## src/hdl/ctrl_pkg.sv

```systemverilog
package ctrl_pkg;

    typedef enum logic [5:0] {
        FETCH_WAIT_ST, FETCH_ST, DECODE_ST, DISPATCH_ST,
        ADD_ST, SUB_ST, AND_ST, ADDI_ST, ADDIU_ST,
        WB_RD_OV_ST, WB_RD_ST, WB_RT_OV_ST, WB_RT_ST,
        SLT_ST, SLTI_ST,
        SHIFT_IMM_ST, SHIFT_VAR_ST, SHIFT_OP_ST, SHIFT_WB_ST,
        MEM_ADDR_ST, MEM_WAIT_ST,
        LOAD_WORD_ST, LOAD_HALF_ST, LOAD_BYTE_ST, LOAD_WB_ST,
        STORE_WORD_ST, STORE_HALF_ST, STORE_BYTE_ST,
        JUMP_ST, JAL_ST, JAL_WB_ST, JR_ST,
        OPCODE_EXC_ST, OVERFLOW_EXC_ST, EPC_ST
    } state_t;

    typedef logic [2:0] alu_op_t;
    localparam alu_op_t ALU_PASS = 3'd0;
    localparam alu_op_t ALU_ADD  = 3'd1;
    localparam alu_op_t ALU_SUB  = 3'd2;
    localparam alu_op_t ALU_AND  = 3'd3;
    localparam alu_op_t ALU_SLT  = 3'd7;

    typedef logic [2:0] shift_op_t;
    localparam shift_op_t SHIFT_NONE        = 3'd0;
    localparam shift_op_t SHIFT_LOAD        = 3'd1;
    localparam shift_op_t SHIFT_LEFT        = 3'd2;
    localparam shift_op_t SHIFT_RIGHT_LOGIC = 3'd3;
    localparam shift_op_t SHIFT_RIGHT_ARITH = 3'd4;

    typedef logic [1:0] reg_dst_t;
    localparam reg_dst_t DST_RT = 2'd0;
    localparam reg_dst_t DST_RD = 2'd1;
    localparam reg_dst_t DST_RA = 2'd3;  // r31

    typedef logic [3:0] wdata_sel_t;
    localparam wdata_sel_t WD_ALUOUT = 4'd0;
    localparam wdata_sel_t WD_MDR    = 4'd1;
    localparam wdata_sel_t WD_ZERO   = 4'd5;
    localparam wdata_sel_t WD_ONE    = 4'd6;
    localparam wdata_sel_t WD_SHIFT  = 4'd7;

    typedef logic [2:0] addr_sel_t;
    localparam addr_sel_t ADDR_PC         = 3'd0;
    localparam addr_sel_t ADDR_ALUOUT     = 3'd1;
    localparam addr_sel_t ADDR_EXC_VECTOR = 3'd2;

    typedef logic [2:0] pc_src_t;
    localparam pc_src_t PC_ALU        = 3'd0;
    localparam pc_src_t PC_JUMP       = 3'd2;
    localparam pc_src_t PC_EPC_VECTOR = 3'd3;  // Handler address read from the vector

    typedef logic [1:0] size_sel_t;
    localparam size_sel_t SIZE_WORD = 2'd0;
    localparam size_sel_t SIZE_HALF = 2'd1;
    localparam size_sel_t SIZE_BYTE = 2'd2;

    typedef logic [1:0] cause_t;
    localparam cause_t CAUSE_OPCODE   = 2'd0;
    localparam cause_t CAUSE_OVERFLOW = 2'd1;

    typedef logic [1:0] src_a_t;
    localparam src_a_t SRC_A_PC  = 2'd0;
    localparam src_a_t SRC_A_REG = 2'd1;

    typedef logic [2:0] src_b_t;
    localparam src_b_t SRC_B_REG  = 3'd0;
    localparam src_b_t SRC_B_FOUR = 3'd1;
    localparam src_b_t SRC_B_IMM  = 3'd2;

    // Wait lengths in cycles
    localparam int FETCH_WAIT = 3;
    localparam int MEM_WAIT   = 2;
    localparam int EXC_WAIT   = 3;
    localparam int WAIT_CNT_W = $clog2(FETCH_WAIT > EXC_WAIT ?
                                       (FETCH_WAIT > MEM_WAIT ? FETCH_WAIT : MEM_WAIT) :
                                       (EXC_WAIT > MEM_WAIT ? EXC_WAIT : MEM_WAIT));

endpackage

```

## src/hdl/isa_pkg.sv

```systemverilog
package isa_pkg;

    typedef logic [5:0] opcode_t;
    typedef logic [5:0] funct_t;

    // Primary opcodes
    localparam opcode_t OP_RTYPE = 6'h00;
    localparam opcode_t OP_J     = 6'h02;
    localparam opcode_t OP_JAL   = 6'h03;
    localparam opcode_t OP_ADDI  = 6'h08;
    localparam opcode_t OP_ADDIU = 6'h09;
    localparam opcode_t OP_SLTI  = 6'h0a;
    localparam opcode_t OP_LB    = 6'h20;
    localparam opcode_t OP_LH    = 6'h21;
    localparam opcode_t OP_LW    = 6'h23;
    localparam opcode_t OP_SB    = 6'h28;
    localparam opcode_t OP_SH    = 6'h29;
    localparam opcode_t OP_SW    = 6'h2b;

    // R-type function codes
    localparam funct_t FN_SLL  = 6'h00;
    localparam funct_t FN_SRL  = 6'h02;
    localparam funct_t FN_SRA  = 6'h03;
    localparam funct_t FN_SLLV = 6'h04;
    localparam funct_t FN_SRAV = 6'h07;
    localparam funct_t FN_JR   = 6'h08;
    localparam funct_t FN_ADD  = 6'h20;
    localparam funct_t FN_SUB  = 6'h22;
    localparam funct_t FN_AND  = 6'h24;
    localparam funct_t FN_SLT  = 6'h2a;

endpackage

```

## src/hdl/control_unit.sv

```systemverilog
module control_unit (
    input  logic                 clk,
    input  logic                 reset,
    input  isa_pkg::opcode_t     opcode,
    input  isa_pkg::funct_t      funct,
    input  logic                 ov,
    input  logic                 lt,
    output logic                 pc_write,
    output logic                 branch,
    output logic                 mem_wr,
    output logic                 ir_write,
    output logic                 a_write,
    output logic                 b_write,
    output logic                 mdr_write,
    output logic                 aluout_write,
    output logic                 epc_write,
    output logic                 reg_write,
    output logic                 shift_src,
    output ctrl_pkg::src_a_t     alu_src_a,
    output ctrl_pkg::src_b_t     alu_src_b,
    output ctrl_pkg::alu_op_t    alu_op,
    output ctrl_pkg::reg_dst_t   reg_dst,
    output ctrl_pkg::wdata_sel_t reg_wdata_sel,
    output ctrl_pkg::addr_sel_t  iord,
    output ctrl_pkg::pc_src_t    pc_src,
    output ctrl_pkg::size_sel_t  mem_to_mdr,
    output ctrl_pkg::size_sel_t  b_to_mem,
    output ctrl_pkg::shift_op_t  shift_ctrl,
    output ctrl_pkg::cause_t     except_cause
);
    import ctrl_pkg::*;

    state_t    dispatch_state;
    state_t    state;
    shift_op_t dec_shift_op;
    shift_op_t shift_op;  // Latched at dispatch

    instr_decoder u_decoder (
        .opcode         (opcode),
        .funct          (funct),
        .dispatch_state (dispatch_state),
        .shift_op       (dec_shift_op)
    );

    ctrl_sequencer u_sequencer (
        .clk            (clk),
        .reset          (reset),
        .ov             (ov),
        .dispatch_state (dispatch_state),
        .shift_op_in    (dec_shift_op),
        .state          (state),
        .shift_op       (shift_op)
    );

    ctrl_signal_gen u_signal_gen (.*);

endmodule

```

## src/hdl/ctrl_sequencer.sv

```systemverilog
module ctrl_sequencer (
    input  logic                clk,
    input  logic                reset,
    input  logic                ov,
    input  ctrl_pkg::state_t    dispatch_state,
    input  ctrl_pkg::shift_op_t shift_op_in,
    output ctrl_pkg::state_t    state,
    output ctrl_pkg::shift_op_t shift_op
);
    import ctrl_pkg::*;

    state_t                next_state;
    state_t                mem_class;  // Select state of the pending load or store
    logic [WAIT_CNT_W-1:0] wait_cnt;
    logic [WAIT_CNT_W-1:0] wait_last;
    logic                  in_wait;
    logic                  wait_done;

    always_comb begin
        in_wait   = 1'b1;
        wait_last = '0;
        case (state)
            FETCH_WAIT_ST:   wait_last = WAIT_CNT_W'(FETCH_WAIT - 1);
            MEM_WAIT_ST:     wait_last = WAIT_CNT_W'(MEM_WAIT - 1);
            OPCODE_EXC_ST,
            OVERFLOW_EXC_ST: wait_last = WAIT_CNT_W'(EXC_WAIT - 1);
            default:         in_wait = 1'b0;
        endcase
    end

    assign wait_done = (wait_cnt == wait_last);

    always_comb begin
        next_state = FETCH_WAIT_ST;  // Last cycle of an instruction
        case (state)
            FETCH_WAIT_ST: next_state = wait_done ? FETCH_ST : FETCH_WAIT_ST;
            FETCH_ST:      next_state = DECODE_ST;
            DECODE_ST:     next_state = DISPATCH_ST;
            DISPATCH_ST: begin
                if (dispatch_state inside {LOAD_WORD_ST, LOAD_HALF_ST, LOAD_BYTE_ST,
                                           STORE_WORD_ST, STORE_HALF_ST, STORE_BYTE_ST}) begin
                    next_state = MEM_ADDR_ST;  // Address and wait come first
                end else begin
                    next_state = dispatch_state;
                end
            end
            ADD_ST, SUB_ST: next_state = WB_RD_OV_ST;
            AND_ST:         next_state = WB_RD_ST;
            ADDI_ST:        next_state = WB_RT_OV_ST;
            ADDIU_ST:       next_state = WB_RT_ST;
            // ov is also read by the signal generator, there to hold off reg_write
            WB_RD_OV_ST,
            WB_RT_OV_ST:    next_state = ov ? OVERFLOW_EXC_ST : FETCH_WAIT_ST;
            SHIFT_IMM_ST,
            SHIFT_VAR_ST:   next_state = SHIFT_OP_ST;
            SHIFT_OP_ST:    next_state = SHIFT_WB_ST;
            MEM_ADDR_ST:    next_state = MEM_WAIT_ST;
            MEM_WAIT_ST:    next_state = wait_done ? mem_class : MEM_WAIT_ST;
            LOAD_WORD_ST,
            LOAD_HALF_ST,
            LOAD_BYTE_ST:   next_state = LOAD_WB_ST;
            JAL_ST:         next_state = JAL_WB_ST;
            OPCODE_EXC_ST,
            OVERFLOW_EXC_ST: next_state = wait_done ? EPC_ST : state;
            default: ;
        endcase
    end

    always_ff @(posedge clk) begin
        if (reset) begin
            state    <= FETCH_WAIT_ST;
            wait_cnt <= '0;
        end else begin
            state    <= next_state;
            wait_cnt <= (in_wait && !wait_done) ? wait_cnt + 1'b1 : '0;
        end
    end

    // Instruction class held until the execution states need it
    always_ff @(posedge clk) begin
        if (state == DISPATCH_ST) begin
            mem_class <= dispatch_state;
            shift_op  <= shift_op_in;
        end
    end

endmodule

```

## src/hdl/ctrl_signal_gen.sv

```systemverilog
module ctrl_signal_gen (
    input  ctrl_pkg::state_t    state,
    input  ctrl_pkg::shift_op_t shift_op,
    input  logic                lt,
    input  logic                ov,
    output logic                pc_write,
    output logic                branch,
    output logic                mem_wr,
    output logic                ir_write,
    output logic                a_write,
    output logic                b_write,
    output logic                mdr_write,
    output logic                aluout_write,
    output logic                epc_write,
    output logic                reg_write,
    output logic                shift_src,
    output ctrl_pkg::src_a_t    alu_src_a,
    output ctrl_pkg::src_b_t    alu_src_b,
    output ctrl_pkg::alu_op_t   alu_op,
    output ctrl_pkg::reg_dst_t  reg_dst,
    output ctrl_pkg::wdata_sel_t reg_wdata_sel,
    output ctrl_pkg::addr_sel_t iord,
    output ctrl_pkg::pc_src_t   pc_src,
    output ctrl_pkg::size_sel_t mem_to_mdr,
    output ctrl_pkg::size_sel_t b_to_mem,
    output ctrl_pkg::shift_op_t shift_ctrl,
    output ctrl_pkg::cause_t    except_cause
);
    import ctrl_pkg::*;

    function automatic size_sel_t access_size(state_t s);
        case (s)
            LOAD_HALF_ST, STORE_HALF_ST: return SIZE_HALF;
            LOAD_BYTE_ST, STORE_BYTE_ST: return SIZE_BYTE;
            default:                     return SIZE_WORD;
        endcase
    endfunction

    always_comb begin
        pc_write      = 1'b0;
        branch        = 1'b0;
        mem_wr        = 1'b0;
        ir_write      = 1'b0;
        a_write       = 1'b0;
        b_write       = 1'b0;
        mdr_write     = 1'b0;
        aluout_write  = 1'b0;
        epc_write     = 1'b0;
        reg_write     = 1'b0;
        shift_src     = 1'b0;
        alu_src_a     = SRC_A_PC;
        alu_src_b     = SRC_B_REG;
        alu_op        = ALU_PASS;
        reg_dst       = DST_RT;
        reg_wdata_sel = WD_ALUOUT;
        iord          = ADDR_PC;
        pc_src        = PC_ALU;
        mem_to_mdr    = SIZE_WORD;
        b_to_mem      = SIZE_WORD;
        shift_ctrl    = SHIFT_NONE;
        except_cause  = CAUSE_OPCODE;
        case (state)
            FETCH_WAIT_ST, FETCH_ST: begin  // PC + 4 during the instruction read
                alu_src_b = SRC_B_FOUR;
                alu_op    = ALU_ADD;
                ir_write  = (state == FETCH_ST);
                pc_write  = (state == FETCH_ST);
            end
            DECODE_ST: begin
                a_write = 1'b1;
                b_write = 1'b1;
            end
            ADD_ST, SUB_ST, AND_ST: begin
                alu_src_a    = SRC_A_REG;
                aluout_write = 1'b1;
                alu_op       = (state == SUB_ST) ? ALU_SUB :
                               (state == AND_ST) ? ALU_AND : ALU_ADD;
            end
            ADDI_ST, ADDIU_ST, MEM_ADDR_ST: begin
                alu_src_a    = SRC_A_REG;
                alu_src_b    = SRC_B_IMM;
                alu_op       = ALU_ADD;
                aluout_write = 1'b1;
            end
            WB_RD_OV_ST, WB_RD_ST: begin
                reg_write = !(ov && state == WB_RD_OV_ST);
                reg_dst   = DST_RD;
            end
            WB_RT_OV_ST, WB_RT_ST: reg_write = !(ov && state == WB_RT_OV_ST);
            SLT_ST, SLTI_ST: begin
                alu_src_a     = SRC_A_REG;
                alu_op        = ALU_SLT;
                reg_write     = 1'b1;
                reg_wdata_sel = lt ? WD_ONE : WD_ZERO;
                if (state == SLT_ST) begin
                    reg_dst = DST_RD;
                end else begin
                    alu_src_b = SRC_B_IMM;
                end
            end
            SHIFT_IMM_ST, SHIFT_VAR_ST: begin
                shift_ctrl = SHIFT_LOAD;
                shift_src  = (state == SHIFT_VAR_ST);  // Amount from rs
            end
            SHIFT_OP_ST: shift_ctrl = shift_op;
            SHIFT_WB_ST: begin
                reg_write     = 1'b1;
                reg_dst       = DST_RD;
                reg_wdata_sel = WD_SHIFT;
            end
            MEM_WAIT_ST: iord = ADDR_ALUOUT;
            LOAD_WORD_ST, LOAD_HALF_ST, LOAD_BYTE_ST: begin
                iord       = ADDR_ALUOUT;
                mdr_write  = 1'b1;
                mem_to_mdr = access_size(state);
            end
            LOAD_WB_ST: begin
                reg_write     = 1'b1;
                reg_wdata_sel = WD_MDR;
            end
            STORE_WORD_ST, STORE_HALF_ST, STORE_BYTE_ST: begin
                iord     = ADDR_ALUOUT;
                mem_wr   = 1'b1;
                b_to_mem = access_size(state);
            end
            JAL_ST: aluout_write = 1'b1;  // Return address
            JUMP_ST, JAL_WB_ST: begin
                pc_write = 1'b1;
                branch   = 1'b1;
                pc_src   = PC_JUMP;
                if (state == JAL_WB_ST) begin
                    reg_write = 1'b1;
                    reg_dst   = DST_RA;
                end
            end
            JR_ST: begin
                alu_src_a = SRC_A_REG;
                pc_write  = 1'b1;
                branch    = 1'b1;
            end
            OPCODE_EXC_ST, OVERFLOW_EXC_ST, EPC_ST: begin
                alu_src_b = SRC_B_FOUR;  // EPC gets PC - 4
                alu_op    = ALU_SUB;
                iord      = ADDR_EXC_VECTOR;
                if (state == OVERFLOW_EXC_ST) begin
                    except_cause = CAUSE_OVERFLOW;
                end
                if (state == EPC_ST) begin
                    epc_write = 1'b1;
                    pc_write  = 1'b1;
                    pc_src    = PC_EPC_VECTOR;
                end
            end
            default: ;
        endcase
    end

endmodule

```

## src/hdl/instr_decoder.sv

```systemverilog
module instr_decoder (
    input  isa_pkg::opcode_t    opcode,
    input  isa_pkg::funct_t     funct,
    output ctrl_pkg::state_t    dispatch_state,
    output ctrl_pkg::shift_op_t shift_op
);
    import isa_pkg::*;
    import ctrl_pkg::*;

    state_t shift_entry;

    assign shift_entry = funct[2] ? SHIFT_VAR_ST : SHIFT_IMM_ST;  // Bit 2 set on sllv/srav

    // Loads and stores return their select state
    always_comb begin
        dispatch_state = OPCODE_EXC_ST;
        shift_op       = SHIFT_NONE;
        case (opcode)
            OP_RTYPE: begin
                case (funct)
                    FN_ADD: dispatch_state = ADD_ST;
                    FN_SUB: dispatch_state = SUB_ST;
                    FN_AND: dispatch_state = AND_ST;
                    FN_SLT: dispatch_state = SLT_ST;
                    FN_JR:  dispatch_state = JR_ST;
                    FN_SLL, FN_SLLV: begin
                        dispatch_state = shift_entry;
                        shift_op       = SHIFT_LEFT;
                    end
                    FN_SRL: begin
                        dispatch_state = shift_entry;
                        shift_op       = SHIFT_RIGHT_LOGIC;
                    end
                    FN_SRA, FN_SRAV: begin
                        dispatch_state = shift_entry;
                        shift_op       = SHIFT_RIGHT_ARITH;
                    end
                    default: ;
                endcase
            end
            OP_ADDI:  dispatch_state = ADDI_ST;
            OP_ADDIU: dispatch_state = ADDIU_ST;
            OP_SLTI:  dispatch_state = SLTI_ST;
            OP_LW:    dispatch_state = LOAD_WORD_ST;
            OP_LH:    dispatch_state = LOAD_HALF_ST;
            OP_LB:    dispatch_state = LOAD_BYTE_ST;
            OP_SW:    dispatch_state = STORE_WORD_ST;
            OP_SH:    dispatch_state = STORE_HALF_ST;
            OP_SB:    dispatch_state = STORE_BYTE_ST;
            OP_J:     dispatch_state = JUMP_ST;
            OP_JAL:   dispatch_state = JAL_ST;
            default: ;
        endcase
    end

endmodule

```

## config.mk

```make
export PLATFORM = sky130hd
export DESIGN_NAME = control_unit
export DESIGN_NICKNAME = d
export VERILOG_FILES = /design/src/hdl/ctrl_pkg.sv /design/src/hdl/isa_pkg.sv /design/src/hdl/control_unit.sv /design/src/hdl/ctrl_sequencer.sv /design/src/hdl/ctrl_signal_gen.sv /design/src/hdl/instr_decoder.sv
export SDC_FILE = /design/constraint.sdc
export NUM_CORES = 1
export LEC_CHECK = 0
export ABC_AREA = 0
export BUFFER_PORTS_ARGS = -buffer_cell sky130_fd_sc_hd__buf_2
export CAP_MARGIN = 20
export CORE_ASPECT_RATIO = 2
export CORE_MARGIN = 3
export CORE_UTILIZATION = 30
export CTS_BUF_LIST = sky130_fd_sc_hd__clkbuf_16
export CTS_CLUSTER_SIZE = 30
export DETAILED_ROUTE_END_ITERATION = 10
export GPL_TIMING_DRIVEN = 0
export HOLD_SLACK_MARGIN = 0.03
export SYNTH_ARGS = -nofsm -noshare
export SYNTH_HDL_FRONTEND = slang
export SYNTH_HIERARCHICAL = 1
export SYNTH_SLANG_ARGS = --single-unit
export TNS_END_PERCENT = 20
```

## constraint.sdc

```tcl
create_clock -name clk -period 3.5 [get_ports clk]
set_input_delay 0.35 -clock clk [delete_from_list [all_inputs] [get_ports clk]]
set_output_delay 0.35 -clock clk [all_outputs]
set_load 0.1 [all_outputs]
```

==> results of run 1 <==
==> registers in the layout, summed over array words and instances, names as in the netlist <==
name                   count
u_sequencer/wait_cnt       2
u_sequencer/shift_op       3
u_sequencer/mem_class      6
u_sequencer/state          6
==> per-stage QoR <==
stage,cell area (um^2),util,instances,hold WS [ns],setup WS [ns]
2_1_floorplan,2230,-,307,0.419,-0.319
3_3_place_gp,2550,0.362,439,0.487,1.00
3_5_place_dp,2550,0.362,439,0.498,0.948
4_1_cts,2630,0.374,443,0.341,0.918
5_1_grt,2630,0.374,443,0.355,0.779
6_report,2630,0.374,443,0.332,0.891
==> cell families (layout without fill, tap and decap cells) <==
logic type / count (synthesis) / count (layout) / synth area share
compound gates: 94 / 94 / 0.315
other cells: 1 / 6 / 0.00170
simple gates: 135 / 135 / 0.339
flops: 17 / 17 / 0.195
buf+inv: 48 / 94 / 0.121
xor+xnor: 7 / 7 / 0.0278
==> placed cells by master (no fill, tap or decap), types with 3 or more instances in the layout <==
cell type  count
o22ai_1        3
a211oi_1       3
dfxtp_1        8
conb_1         6
nand2_1       19
and3_1         5
buf_4         10
or3_1          4
xnor2_1        4
nor4_1         3
a32o_1         3
edfxtp_1       9
o32a_1         4
clkbuf_16      3
o21ai_1        8
o21ai_0       14
buf_2         55
a211o_1        3
nor3_2         3
o211ai_1       3
a21boi_0       3
a21oi_1       15
clkbuf_1       6
xor2_1         3
buf_6          4
nor2_1        39
nand2b_1      11
inv_1         11
a31oi_1        6
nor2b_1       12
nor3_1         6
nand3_1        9
==> routing by layer <==
metal,GRT usage,vias up,part of all wire
met3,0.00616,29,0.050
met2,0.319,117,0.58
met1,0.145,1135,0.32
met5,0,-,0
li1,-,1209,-
met4,0.0970,0,0.045
==> worst max-delay path, cell delays in order (launching register included) <==
cell	delay, ns
dfxtp_1	0.52
buf_6	0.18
nand3b_1	0.15
or2_1	0.30
o32a_1	0.25
o22ai_2	0.15
buf_2	0.45
==> area by class of cell <==
cell class / count / share of cell area
multi-input cells: 242 / 0.582
flip-flops and latches: 17 / 0.163
plain buffers: 34 / 0.0808
repair buffers: 42 / 0.0798
well taps: 90 / 0.0428
clock buffers: 3 / 0.0285
inverters: 14 / 0.0209
clock inverters: 1 / 0.00190
==> worst paths after layout <==
path | to
worst min register to register | u_sequencer/state[5]
worst max register to register | u_sequencer/state[0]
worst min-delay path | u_sequencer/wait_cnt[1]
worst max-delay path | reg_wdata_sel[0]
==> report_power, final <==
group,internal [uW],switching (uW)
Combinational,196,510
Sequential,232,29.4
Clock,153,74.7
==> summary.md, run 1 <==
| Metric | Value |
|---|---|
| Outcome | `completed` |
| Clock Sinks | `17` |
| Worst-path clk slew | `0.05 ns` |
| Post-synth top area share | `0.123` |
| Mapped Area | `2210 um^2` |
| Count of state elements after synthesis | `17` |
| # port buffers | `42` |
| Cell with the most instances after synthesis | `nor2_1` |
| Final Setup Violations | `0` |
| Area of the multi-input gates | `1530 um^2` |
| Via-to-Cell Ratio | `5.62` |
| DR WL/cell | `15.0 um` |
| Clk root buf | `clkbuf_16` |
| Post-synthesis instance total | `302` |
| DRT antenna net count | `0` |
| Largest cells by area after synthesis | `edfxtp_1, dfxtp_1, nor2_1` |
| Final worst-path cycle share | `0.745` |
| Seq. cell area | `430 um^2` |
| Pwr Density | `454 nW/um^2` |
| Post-layout min period | `2.61 ns` |
| Global-route wire length before repair | `10600 um` |
| Overflow after GRT | `0` |
| Sequential fraction of the synthesis area | `0.195` |
| Max-slew violations | `0` |
| R2R depth | `5` |
| Worst Max-Slew Pin Slew | `0.535 ns` |
| Num rows | `43` |
| Largest net degree at the start of global routing | `14` |
| Worst relative slew slack | `0.638` |
| Die W | `66.6 um` |
| Hold Path Class | `primary input to flip-flop` |
| Worst-skew pair later-pin latency | `0.25 ns` |
| Startpoint types | `flip-flop` |
| Vias in the first global route | `2301` |
| RSZ-0062 raised after global routing | `false` |
| PnR Total Power | `1190 uW` |
| Detailed placement HPWL | `5380 um` |
| Share of cells above drive strength 1 | `0.283` |
| TritonCTS clock tree | `done` |
| Post-synth ARST share | `0` |
| Post-Syn Area per Cell | `7.30 um^2` |
| Post-route DRC | `0` |
| Area leader, netlist | `edfxtp_1` |
| 1st-pass router iterations | `6` |
| Starting DRT DRC Count | `164` |
| Worst EP required | `3.15 ns` |
| Commonest register cell after synthesis | `edfxtp_1` |
| Final Hold Fails | `0` |
| Max Clock Freq | `383 MHz` |
| Num CTS Buffers | `3` |
| Yosys warning count | `6` |
| Worst Setup SP | `u_sequencer/state[2]` |
| Vias | `2490` |
| Max Cap Viol | `0` |
| IR drop worst, VDD | `0.189 mV` |
| Worst Setup Path Type | `flip-flop to primary output` |
| # resized after CTS | `0` |
| Hold buffers post-CTS | `0` |
| Commonest cells post-synth | `nor2_1, nand2_1, a21oi_1` |
| Die Y | `127 um` |
| Initial antenna violation count | `0` |
| Nets | `370` |
| CTS Buffer Depth | `2` |
| Hold Path Depth | `2` |
| Io pins | `56` |
| Die ar. | `8480 um^2` |
| Number of fill cells in the layout | `776` |
| Initial Util | `0.313` |
| Worst EP arrival | `2.26 ns` |
| Flop2flop setup slack | `1.57 ns` |
| Syn-to-layout area delta | `19.4%` |
| Crit. End Element | `primary output` |
| Leakage | `0.00112 uW` |
| Worst r2r src | `u_sequencer/state[4]` |
| H-tree depth | `1` |
| GRT Resource Usage Total | `0.158` |
| Drt total wl | `6640 um` |
| CORE AREA | `7050 um^2` |
| Final Wtd Congestion | `0.931` |
| EDFF count, synth | `9` |
| Post-CTS setup buffer count | `0` |
| Setup TNS | `0 ns` |
| HP Start | `reset` |
| Crit Path Max Fanout | `10` |
| Synth unique cells | `73` |
| Worst Skew | `0.000993 ns` |
| Antenna diodes | `0` |
Power figures use the tool's default switching activity.
==> run 2: changes to the inputs <==
--- a/config.mk
+++ b/config.mk
@@ -5,7 +5,7 @@
 export SDC_FILE = /design/constraint.sdc
 export NUM_CORES = 1
 export LEC_CHECK = 0
-export ABC_AREA = 0
+export ABC_AREA = 1
 export BUFFER_PORTS_ARGS = -buffer_cell sky130_fd_sc_hd__buf_2
 export CAP_MARGIN = 20
 export CORE_ASPECT_RATIO = 2
==> constraint.sdc (replaced) <==
create_clock -name clk -period 2.11 [get_ports clk]
set_input_delay 0.211 -clock clk [delete_from_list [all_inputs] [get_ports clk]]
set_output_delay 0.211 -clock clk [all_outputs]
set_load 0.1 [all_outputs]
==> run 2 against run 1 <==
Non-clock buffer count shrank 19. Largest power group unchanged. Clock power grew 65%. Clock skew is essentially flat. Critical endpoint is now reg_write. Critical path depth grew 1.
==> summary.md, run 2 <==
| Metric | Value |
|---|---|
| Yosys warning count | `6 (unchanged)` |
| Largest cells by area after synthesis | `nand2_1, edfxtp_1, nand3_1` |
| Die ar. | `8110 um^2 (-4.4%)` |
| Commonest register cell after synthesis | `edfxtp_1` |
| Final worst-path cycle share | `0.961` |
| Synth Area in Compound Gates | `0.0738 (-0.242)` |
| Worst Skew | `0.00107 ns (+0.0000773 ns)` |
| Antenna diodes | `0 (unchanged)` |
| Post-synthesis adder-cell area fraction | `0 (unchanged)` |
| Most frequent cells in the layout | `nand2_1, nand3_1, nor2_1` |
| Syn-to-layout area delta | `26.8%` |
| XOR/XNOR share of the synthesized area | `0.00417 (-0.0236)` |
| Commonest cells post-synth | `nand2_1, nand3_1, nor2_1` |
| Worst-skew pair later-pin latency | `0.24 ns (about the same)` |
| IR drop worst, VDD | `0.253 mV (+34%)` |
| Largest family of logic cells by synthesized area | `simple AND/OR/NAND/NOR gates` |
| Tightest hold margin | `0.225 ns (-0.108 ns)` |
| Area of the multi-input gates | `1460 um^2 (-5.1%)` |
| Worst-path clk slew | `0.05 ns (about the same)` |
| Global-route wire length before repair | `9470 um (-11%)` |
| Pwr Density | `745 nW/um^2 (+64%)` |
| GRT Resource Usage Total | `0.144 (-0.0148)` |
| Io pins | `56 (unchanged)` |
| Initial Util | `0.313 (-0.000477)` |
| Clock Sinks | `17 (unchanged)` |
| Simple-Gate Fraction of Synth Area | `0.579 (+0.241)` |
| Die W | `65.2 um (-2.2%)` |
| RSZ-0062 raised after global routing | `true` |
| Most common cell after layout, fill and taps aside | `nand2_1` |
| Final Wtd Congestion | `0.899 (-3.4%)` |
| Vias | `2377 (-4.5%)` |
| Crit Path Max Fanout | `12 (+2)` |
| Largest regs | `u_sequencer/mem_class (6), u_sequencer/state (6), u_sequencer/shift_op (3)` |
| Worst EP required | `1.90 ns (-1.25 ns)` |
| Nets | `420 (+14%)` |
| Count of state elements after synthesis | `17 (unchanged)` |
| Drt total wl | `5660 um (-15%)` |
| Area leader, netlist | `nand2_1` |
| Flop2flop setup slack | `0.43 ns (-1.14 ns)` |
| Post-layout min period | `2.03 ns` |
| Num CTS Buffers | `3 (unchanged)` |
| Outcome | `completed` |
| H-tree depth | `1 (unchanged)` |
| Hold buffers post-CTS | `0 (unchanged)` |
| Cell with the most instances after synthesis | `nand2_1` |
| TritonCTS clock tree | `done` |
| Mapped Area | `2100 um^2 (-4.7%)` |
| Synth unique cells | `34 (-53%)` |
| 1st-pass router iterations | `4 (-2)` |
| Via-to-Cell Ratio | `4.84 (-14%)` |
| EDFF count, synth | `9 (unchanged)` |
| Initial antenna violation count | `0 (unchanged)` |
| Max Cap Viol | `0 (unchanged)` |
| Placed Area | `2520 um^2 (-1.1%)` |
| Post-synth top area share | `0.137 (+0.0150)` |
| Starting DRT DRC Count | `95 (-42%)` |
| Post-synth ARST share | `0 (unchanged)` |
| # port buffers | `49 (+17%)` |
| CORE AREA | `6730 um^2 (-4.6%)` |
| Max Clock Freq | `493 MHz` |
| Startpoint types | `flip-flop` |
| DRT antenna net count | `0 (unchanged)` |
| Final Hold Fails | `0 (unchanged)` |
| Die Y | `124 um (-2.3%)` |
| Post-route DRC | `0 (unchanged)` |
| Hold Path Class | `primary input to flip-flop` |
| Seq. cell area | `439 um^2 (+2.0%)` |
| Leakage | `0.00141 uW (+26%)` |
| Post-synthesis mux area share | `0 (unchanged)` |
| Post-synthesis instance total | `345 (+14%)` |
| Final Setup Violations | `0 (unchanged)` |
| Number of fill cells in the layout | `751 (-3.2%)` |
| CTS Buffer Depth | `2 (unchanged)` |
| Worst Setup Path Type | `flip-flop to primary output` |
| DR WL/cell | `11.5 um (-23%)` |
| Largest net degree at the start of global routing | `14 (unchanged)` |
| Crit. End Element | `primary output` |
| Sequential fraction of the synthesis area | `0.205 (+0.00964)` |
| Share of cells above drive strength 1 | `0.342 (+0.0591)` |
| Final instance area | `2670 um^2 (+1.2%)` |
| Num rows | `42 (-2.3%)` |
| Detailed placement HPWL | `4830 um (-10%)` |
| Post-Syn Area per Cell | `6.09 um^2 (-17%)` |
| Vias in the first global route | `2297 (-0.17%)` |
| Clk root buf | `clkbuf_16` |
| Max-slew violations | `0 (unchanged)` |
| Worst EP arrival | `1.82 ns (-0.44 ns)` |
| Overflow after GRT | `0 (unchanged)` |
==> run 2: changes by cell type in the layout (fill, tap and decap cells not counted), sizes merged, moves of 13 or more <==
cell and change:
nor2 +33, inv +45, buf -16, o21ai -16
nand3 +53, nor2b -13, nand2 +66
==> run 2: logic make-up after synthesis <==
family                 after synthesis
AO/OA/AOI/OAI                       24
flip-flops                          17
XOR/XNOR                             1
buffers and inverters               68
other                                1
AND/OR/NAND/NOR                    234
==> run 2: critical path, stage by stage, from the launching register on <==
cell and delay [ns]:
dfxtp_2 0.50, nand2_1 0.19, inv_2 0.18, nand2_1 0.09, o21ai_0 0.13, nand3_1 0.10, nand3_1 0.10, buf_4 0.29
==> run 2: worst paths after layout <==
path | startpoint | to | cells after the start
setup / recovery | u_sequencer/state[1] | reg_write | 7
hold / removal | reset | u_sequencer/state[4] | 2
setup reg to reg | u_sequencer/state[5] | u_sequencer/state[3] | 7
hold reg to reg | u_sequencer/wait_cnt[0] | u_sequencer/wait_cnt[0] | 1
==> run 2: timing repair <==
| action | 4_1_cts | 5_1_grt |
|---|---|---|
| endpoints found under the setup margin | 29 | 22 |
| buffers inserted | 0 | 0 |
| gates resized for setup | 17 | 10 |
==> run 2: metrics by stage <==
step	utilization	worst slack, ns	total power, uW	instances	TNS (ns)
6_report	0.396	0.0819	1990	491	0
5_1_grt	0.396	-0.00105	2100	491	-0.00105
4_1_cts	0.393	0.00455	1980	491	0
3_5_place_dp	0.375	-0.0396	1590	487	-0.0460
3_3_place_gp	0.375	-0.0400	1580	487	-0.0681
2_1_floorplan	-	-0.475	1390	350	-4.59
==> run 2: power breakdown <==
group          internal [uW]  switching [uW]
Combinational            277             851
Clock                    253             123
Sequential               394            87.4
==> run 2: final cells by class <==
type	count	share of cell area
Clock inverter	1	0.00188
Timing Repair Buffer	49	0.110
Sequential cell	17	0.165
Inverter	60	0.0850
Multi-Input combinational cell	265	0.546
Buffer	8	0.0225
Tap cell	88	0.0413
Clock buffer	3	0.0282
==> run 2: layer usage <==
layer	share of wire	track usage	wire length [um]
met3	0.043	0.0117	246
met4	0.051	0.0990	291
met2	0.57	0.283	3240
met1	0.33	0.127	1880
met5	0	0	0
